--- src/hdl/rv_pkg.sv ---
package rv_pkg;

    // Data path width of the core.
    parameter int xlen = 32;

    // Register index and data word.
    typedef logic [4:0] reg_addr_t;
    typedef logic [xlen-1:0] word_t;

    // R-type layout, register to register.
    typedef struct packed {
        logic [6:0] funct7;
        reg_addr_t  rs2;
        reg_addr_t  rs1;
        logic [2:0] funct3;
        reg_addr_t  rd;
        logic [6:0] opcode;
    } r_fmt_t;

    // I-type layout, register with a 12-bit immediate.
    typedef struct packed {
        logic [11:0] imm12;
        reg_addr_t   rs1;
        logic [2:0]  funct3;
        reg_addr_t   rd;
        logic [6:0]  opcode;
    } i_fmt_t;

    // One instruction word seen through both formats.
    typedef union packed {
        r_fmt_t r;
        i_fmt_t i;
    } rv_instr_u;

    // ALU operations of the slice.
    typedef enum logic [3:0] {
        alu_add  = 4'd0,
        alu_sub  = 4'd1,
        alu_sll  = 4'd2,
        alu_slt  = 4'd3,
        alu_sltu = 4'd4,
        alu_xor  = 4'd5,
        alu_srl  = 4'd6,
        alu_sra  = 4'd7,
        alu_or   = 4'd8,
        alu_and  = 4'd9
    } alu_op_e;

    // Decoded control, 43 bits.
    typedef struct packed {
        alu_op_e   alu_op;
        logic      use_imm;
        word_t     imm;
        reg_addr_t rd;
        logic      legal;
    } dec_t;

    // Major opcodes handled here.
    localparam logic [6:0] opc_op     = 7'b0110011;
    localparam logic [6:0] opc_op_imm = 7'b0010011;

endpackage

--- src/hdl/register_file.sv ---
`timescale 1ns/1ps

module register_file #(
    parameter int            register_depth = 32,
    parameter rv_pkg::word_t stack_addr     = 32'h0000_8000
) (
    input  logic              clk,
    input  logic              we,
    input  rv_pkg::reg_addr_t a1,
    input  rv_pkg::reg_addr_t a2,
    input  rv_pkg::reg_addr_t a3,
    input  rv_pkg::word_t     wd,
    output rv_pkg::word_t     rd1,
    output rv_pkg::word_t     rd2
);
    import rv_pkg::*;

    // Index of the stack pointer.
    localparam reg_addr_t x2 = 5'd2;

    // One copy per read port.
    // Each read is then a plain single-port lookup.
    word_t bank0 [register_depth];
    word_t bank1 [register_depth];

    // Stack pointer starts at the configured address.
    // Everything else powers up undefined.
    initial begin
        bank0[x2] = stack_addr;
        bank1[x2] = stack_addr;
    end

    // Both copies take every write.
    // x0 is never written.
    always_ff @(posedge clk) begin
        if (we && a3 != '0) begin
            bank0[a3] <= wd;
            bank1[a3] <= wd;
        end
    end

    // Port 1 reads bank0.
    // x0 reads as zero.
    assign rd1 = (a1 != '0) ? bank0[a1] : '0;

    // Port 2 reads bank1.
    assign rd2 = (a2 != '0) ? bank1[a2] : '0;

endmodule

--- src/hdl/instr_decoder.sv ---
`timescale 1ns/1ps

module instr_decoder (
    input  rv_pkg::rv_instr_u instr,
    output rv_pkg::dec_t      dec
);
    import rv_pkg::*;

    // Upper seven bits of a shift immediate.
    logic [6:0] shift_hi;

    // Upper seven immediate bits hold the shift variant.
    assign shift_hi = instr.i.imm12[11:5];

    always_comb begin
        // Safe default, an illegal no-op.
        dec         = '0;
        dec.alu_op  = alu_add;
        dec.rd      = instr.r.rd;

        case (instr.r.opcode)
            opc_op: begin
                // Register operands only.
                dec.use_imm = 1'b0;
                dec.imm     = '0;
                // Base funct7 is legal for every funct3.
                dec.legal   = (instr.r.funct7 == 7'b0000000);
                case (instr.r.funct3)
                    3'b000: begin
                        dec.alu_op = instr.r.funct7[5] ? alu_sub : alu_add;
                        // Alternate funct7 selects SUB.
                        if (instr.r.funct7 == 7'b0100000) begin
                            dec.legal = 1'b1;
                        end
                    end
                    3'b001: dec.alu_op = alu_sll;
                    3'b010: dec.alu_op = alu_slt;
                    3'b011: dec.alu_op = alu_sltu;
                    3'b100: dec.alu_op = alu_xor;
                    3'b101: begin
                        dec.alu_op = instr.r.funct7[5] ? alu_sra : alu_srl;
                        // Alternate funct7 selects SRA.
                        if (instr.r.funct7 == 7'b0100000) begin
                            dec.legal = 1'b1;
                        end
                    end
                    3'b110: dec.alu_op = alu_or;
                    default: dec.alu_op = alu_and;
                endcase
            end
            opc_op_imm: begin
                // Sign-extended 12-bit immediate.
                dec.use_imm = 1'b1;
                dec.imm     = {{(xlen-12){instr.i.imm12[11]}}, instr.i.imm12};
                dec.legal   = 1'b1;
                case (instr.i.funct3)
                    3'b000: dec.alu_op = alu_add;
                    3'b010: dec.alu_op = alu_slt;
                    3'b011: dec.alu_op = alu_sltu;
                    3'b100: dec.alu_op = alu_xor;
                    3'b110: dec.alu_op = alu_or;
                    3'b111: dec.alu_op = alu_and;
                    3'b001: begin
                        // SLLI has no variant bits.
                        dec.alu_op = alu_sll;
                        dec.legal  = (shift_hi == 7'b0000000);
                    end
                    default: begin
                        // Bit 30 picks SRAI over SRLI.
                        dec.alu_op = instr.i.imm12[10] ? alu_sra : alu_srl;
                        dec.legal  = (shift_hi == 7'b0000000) ||
                                     (shift_hi == 7'b0100000);
                    end
                endcase
            end
            default: begin
                // Opcode outside the slice.
                dec.legal = 1'b0;
            end
        endcase
    end

endmodule

--- src/hdl/exec_alu.sv ---
`timescale 1ns/1ps

module exec_alu (
    input  logic              clk,
    input  logic              rst,
    input  logic              instr_valid,
    input  rv_pkg::word_t     rd1,
    input  rv_pkg::word_t     rd2,
    input  rv_pkg::dec_t      dec,
    output logic              we,
    output rv_pkg::reg_addr_t a3,
    output rv_pkg::word_t     wd,
    output logic              wb_valid,
    output rv_pkg::reg_addr_t wb_rd,
    output rv_pkg::word_t     wb_data,
    output logic              illegal
);
    import rv_pkg::*;

    word_t      op_b;
    word_t      result;
    logic [4:0] shamt;

    // Second operand, immediate or register.
    assign op_b  = dec.use_imm ? dec.imm : rd2;
    // Shifts only look at five bits.
    assign shamt = op_b[4:0];

    always_comb begin
        case (dec.alu_op)
            alu_add:  result = rd1 + op_b;
            alu_sub:  result = rd1 - op_b;
            alu_sll:  result = rd1 << shamt;
            alu_slt:  result = {{(xlen-1){1'b0}}, $signed(rd1) < $signed(op_b)};
            alu_sltu: result = {{(xlen-1){1'b0}}, rd1 < op_b};
            alu_xor:  result = rd1 ^ op_b;
            alu_srl:  result = rd1 >> shamt;
            alu_sra:  result = word_t'($signed(rd1) >>> shamt);
            alu_or:   result = rd1 | op_b;
            default:  result = rd1 & op_b;
        endcase
    end

    // Write port, lands at the edge closing this cycle.
    // The register file drops writes to x0.
    assign we = instr_valid & dec.legal;
    assign a3 = dec.rd;
    assign wd = result;

    // Writeback and illegal pulses, one cycle each.
    always_ff @(posedge clk) begin
        if (rst) begin
            wb_valid <= 1'b0;
            illegal  <= 1'b0;
        end else begin
            wb_valid <= instr_valid & dec.legal;
            illegal  <= instr_valid & ~dec.legal;
        end
    end

    // Payload follows every accepted word.
    // Kept even when rd is x0.
    always_ff @(posedge clk) begin
        if (instr_valid) begin
            wb_rd   <= dec.rd;
            wb_data <= result;
        end
    end

endmodule

--- src/hdl/rv_exec_unit.sv ---
`timescale 1ns/1ps

module rv_exec_unit #(
    parameter int            register_depth = 32,
    parameter rv_pkg::word_t stack_addr     = 32'h0000_8000
) (
    input  logic              clk,
    input  logic              rst,
    input  logic              instr_valid,
    input  rv_pkg::rv_instr_u instr,
    output logic              wb_valid,
    output rv_pkg::reg_addr_t wb_rd,
    output rv_pkg::word_t     wb_data,
    output logic              illegal
);
    import rv_pkg::*;

    // Operands read from the register file.
    word_t     rd1;
    word_t     rd2;
    // Decoded control for the current word.
    dec_t      dec;
    // Write port driven by the ALU.
    logic      we;
    reg_addr_t a3;
    word_t     wd;

    // Source fields sit at the same bits in both formats.
    register_file #(
        .register_depth (register_depth),
        .stack_addr     (stack_addr)
    ) u_register_file (
        .clk (clk),
        .we  (we),
        .a1  (instr.r.rs1),
        .a2  (instr.r.rs2),
        .a3  (a3),
        .wd  (wd),
        .rd1 (rd1),
        .rd2 (rd2)
    );

    // Decode runs alongside the register read.
    instr_decoder u_instr_decoder (
        .instr (instr),
        .dec   (dec)
    );

    // Execute and writeback.
    exec_alu u_exec_alu (
        .clk         (clk),
        .rst         (rst),
        .instr_valid (instr_valid),
        .rd1         (rd1),
        .rd2         (rd2),
        .dec         (dec),
        .we          (we),
        .a3          (a3),
        .wd          (wd),
        .wb_valid    (wb_valid),
        .wb_rd       (wb_rd),
        .wb_data     (wb_data),
        .illegal     (illegal)
    );

endmodule

--- config.mk ---
export PLATFORM = sky130hd
export DESIGN_NAME = rv_exec_unit
export DESIGN_NICKNAME = d
export VERILOG_FILES = /design/src/hdl/rv_pkg.sv /design/src/hdl/register_file.sv /design/src/hdl/instr_decoder.sv /design/src/hdl/exec_alu.sv /design/src/hdl/rv_exec_unit.sv
export SDC_FILE = /design/constraint.sdc
export NUM_CORES = 2
export LEC_CHECK = 0
export BUFFER_PORTS_ARGS = -buffer_cell sky130_fd_sc_hd__buf_4
export CELL_PAD_IN_SITES_DETAIL_PLACEMENT = 0
export CELL_PAD_IN_SITES_GLOBAL_PLACEMENT = 2
export CORE_MARGIN = 2
export CORE_UTILIZATION = 40
export CTS_CLUSTER_DIAMETER = 40
export CTS_CLUSTER_SIZE = 14
export DETAILED_ROUTE_END_ITERATION = 16
export HOLD_SLACK_MARGIN = 0.06
export PLACE_DENSITY = 0.67
export REMOVE_ABC_BUFFERS = 1
export SETUP_SLACK_MARGIN = 0.1
export SLEW_MARGIN = 5
export SYNTH_ARGS = -nofsm -noshare
export SYNTH_HDL_FRONTEND = slang
export SYNTH_HIERARCHICAL = 1
export SYNTH_SLANG_ARGS = --single-unit
--- constraint.sdc ---
create_clock -name clk -period 13.95 [get_ports clk]
set_clock_uncertainty 0.2 [all_clocks]
set_input_delay 2.79 -clock clk [delete_from_list [all_inputs] [get_ports clk]]
set_output_delay 2.79 -clock clk [all_outputs]
set_load 0.02 [all_outputs]
==> results.md <==
- Status: finished with violations
- Failing checks: design-rule violations
- Die ar.: 147900 µm²
- Switch share: 0.3012
- Post-synth top area cell: edfxtp_1
- Share of the synthesized area in the top cell type: 0.5500
- CP most frequent cell: buf_4
- Start point of the worst hold path: u_register_file/bank1[30][17]
- Final period util: 0.7531
- I/O Pins: 74
- Pwr dens: 150.6 nW/µm²
- Leakage power: 0.02256 µW
- Most common cell after layout, fill and taps aside: edfxtp_1
- GP Congestion: 0.9607
- Worst setup path startpoint: instr[21]
- CP Max Fanout: 50
- Critical Path End Type: register
- Min cycle time layout: 10.51 ns
- Initial antenna violation count: 5
- Starting density of the core: 0.4032
- Clk pwr share: 0.399
- CP Cell Sequence: buf_4 -> buf_4 -> or3_2 -> buf_4 -> o22ai_1 -> a2111oi_0 -> nor3_1 -> mux2i_4 -> buf_4 -> inv_1 -> buf_4 -> ha_1 -> a21oi_2 -> o22ai_1 -> o31ai_2 -> o211ai_2 -> a221oi_2 -> o31a_1 -> o41ai_2 -> a311o_1 -> o221a_1 -> o21ai_2
- GRT Overall Usage: 0.2840
- Worst path top cell family by delay: compound AO/OA/AOI/OAI gates
- Reg-to-reg startpoint: u_register_file/bank1[10][3]
- Worst-path clk slew: 0.06 ns
- First-pass GRT wire length: 294100 µm
- CTS sink cnt: 1063
- I/O Buffers: 73
- Drt via density: 6.480
- Combinational group share of total power: 0.198
- Avg WL per Cell: 35.21 µm
- Htree depth: 4
- Worst IR Drop VDD: 0.1035 mV
- Synth Register Bits: 1063
- Ys Warns: 6
- Worst setup margin: 3.445 ns
- WP buf/inv: 6
- Post-synth EDFFs: 1061
- Vias in the first global route: 38.83k
- Die span in y: 384.5 µm
- Setup Buffers After CTS: 0
- Internal power: 6985 µW
- Sequential area share after synthesis: 0.5507
- Drt first pass iters: 14
- Die Wd: 384.5 µm
- Post-synthesis cell count: 3874
- Top sig layer: met5
- Antenna Violating Nets Remaining: 0
- # rows: 139
- Filler instances: 12.60k
- Reg area: 31900 µm²
- Met2 Routed Length: 96180 µm
- Slew headroom: 0.1497
- Sw power: 3011 µW
- Clock Path Buffers: 3
- Clock latency on the worst-skew pair: 0.80 ns
- Multi-input gate area: 24500 µm²
- Flop pwr share: 0.403
- Total grt overflow: 0
- Largest net degree at the start of global routing: 114
- Max Freq: 0.09519 GHz
- Hold buffers post-CTS: 0
- Hold Vio Cnt, Final: 0
- CP required: 14.15 ns
- Worst Tran Pin Value: 1.275 ns
- CTS root buf: clkbuf_16
- Most frequent cells in the layout: 1061 x edfxtp_1, 445 x mux4_2, 327 x mux2i_1, 203 x buf_4, 168 x nand2_1
- Cts repair resizes: 0
- Vias: 38.66k
- Hold Path Class: register to register
- DRT met1 WL: 90320 µm
- Ys async rst share: 0
- Final setup viols: 0
- Final HPWL DP: 127600 µm
- Max-slew violations: 0
- WS Path Type: input port to register
- Synth unique cells: 89
- Mapped Avg Cell Area: 14.95 µm²
- Cell Area, Placed: 60990 µm²
- # nets final: 4067
- Layout cell share with drive strength beyond 1: 0.2693
- Met3 WL: 17450 µm
- CTS tree: yes
- Crit path launch type: input port
- Setup WS pre-CTS: 2.744 ns
- Syn Std Cell Area: 57920 µm²
- DRT Wirelength: 210100 µm
- Dominant synthesized flop cell: edfxtp_1
- CP arrival: 10.71 ns
- Max_cap viols: 0
- Initial drt markers: 4631
- Final Cell Area: 66370 µm²
- RSZ-0062 raised after global routing: no
- Num CTS Buffers: 154
- Area growth syn-to-layout: 14.58%
- Main area contributors after synthesis: edfxtp_1 55%, mux4_2 17%, mux2i_1 5.7%
- Slowest CP cell: o21ai_2
- Core area: 143700 µm²
- # DRC: 2
- CP peak stage delay: 0.93 ns
## flip-flops by register name, summed over array words and instances (netlist names)
name                   cells
u_register_file/bank0     32
u_exec_alu/wb_rd           5
u_register_file/bank1    992
u_exec_alu/wb_data        32
u_exec_alu/wb_valid        1
u_exec_alu/illegal         1
## cells in the mapped netlist (32+ instances only)
library cell and n:
edfxtp_1 1061, mux4_2 445, mux2i_1 330, nor2_1 203, nand2_1 170, a21oi_1 157
clkbuf_1 156, inv_1 117, ha_1 97, buf_2 93, o21ai_0 86, o22ai_1 79
a22o_1 73, a211oi_1 68, nor3_1 68, buf_4 57, a221oi_1 39, a31oi_1 38
o221ai_1 35, nor2b_1 32
## routing by layer
layer | track usage | up-vias
li1 | - | 15970
met1 | 0.4064 | 20450
met2 | 0.4370 | 1910
met3 | 0.05786 | 331
met4 | 0.08565 | 2
met5 | 0 | -
## final timing paths
| check | cells past startpoint | slack [ns] | endpoint |
|---|---|---|---|
| worst max register to register | 19 | 6.67 | u_register_file/bank1[22][30] |
| worst max-delay path | 22 | 3.44 | u_register_file/bank1[22][30] |
| worst min register to register | 7 | 1.62 | u_exec_alu/wb_data[17] |
| worst min-delay path | 7 | 1.62 | u_exec_alu/wb_data[17] |
## through the flow
stage               hold slack [ns]  setup TNS, ns  std cells  utilization  power [µW]
global placement              1.610              0       5679       0.4246        6044
CTS                           1.639              0       5964       0.4619       10040
detailed placement            1.616              0       5679       0.4246        6041
finish                        1.619              0       5966       0.4620        9996
global route                  1.712              0       5965       0.4620       10340
floorplan                     1.471         -3.156       3560            -        5187
## kinds of logic (layout without fill, tap and decap cells)
kind of cell | Yosys count | count (layout) | share of synthesized area
AO/OA/AOI/OAI | 797 | 797 | 0.09938
XOR/XNOR | 32 | 32 | 0.004839
adder cells (fa/ha/maj) | 99 | 99 | 0.02164
buffers and inverters | 468 | 625 | 0.03802
flip-flops | 1063 | 1063 | 0.5507
multiplexers | 806 | 806 | 0.2365
other | 1 | 33 | 0.00006474
AND/OR/NAND/NOR | 608 | 608 | 0.04886
## power groups by stage
stage | combinational [µW] | clock (µW) | sequential, µW
3_3_place_gp | 1940 | 0 | 4100
4_1_cts | 1950 | 4050 | 4030
3_5_place_dp | 1940 | 0 | 4100
5_1_grt | 2110 | 4190 | 4040
6_report | 1980 | 3990 | 4030
2_1_floorplan | 1050 | 0 | 4140
## area by class of cell
type / instances / area share
inverter: 123 / 0.006994
clock inverter: 124 / 0.02143
sequential: 1063 / 0.4807
tap: 1903 / 0.03588
multi-input combinational: 2374 / 0.3691
clock buffer: 161 / 0.05925
antenna: 1 / 0.00003770
timing repair buffer: 217 / 0.02662
## worst reg2reg max path: cells and delay by family (launching register included)
family,cells,cell delay (ns)
simple gates,1,0.24
buf+inv,3,0.93
flops,1,0.40
compound gates,12,4.14
fa+ha+maj,1,0.34
mux,2,0.65
Note: power is estimated with default switching activity, not from simulation.
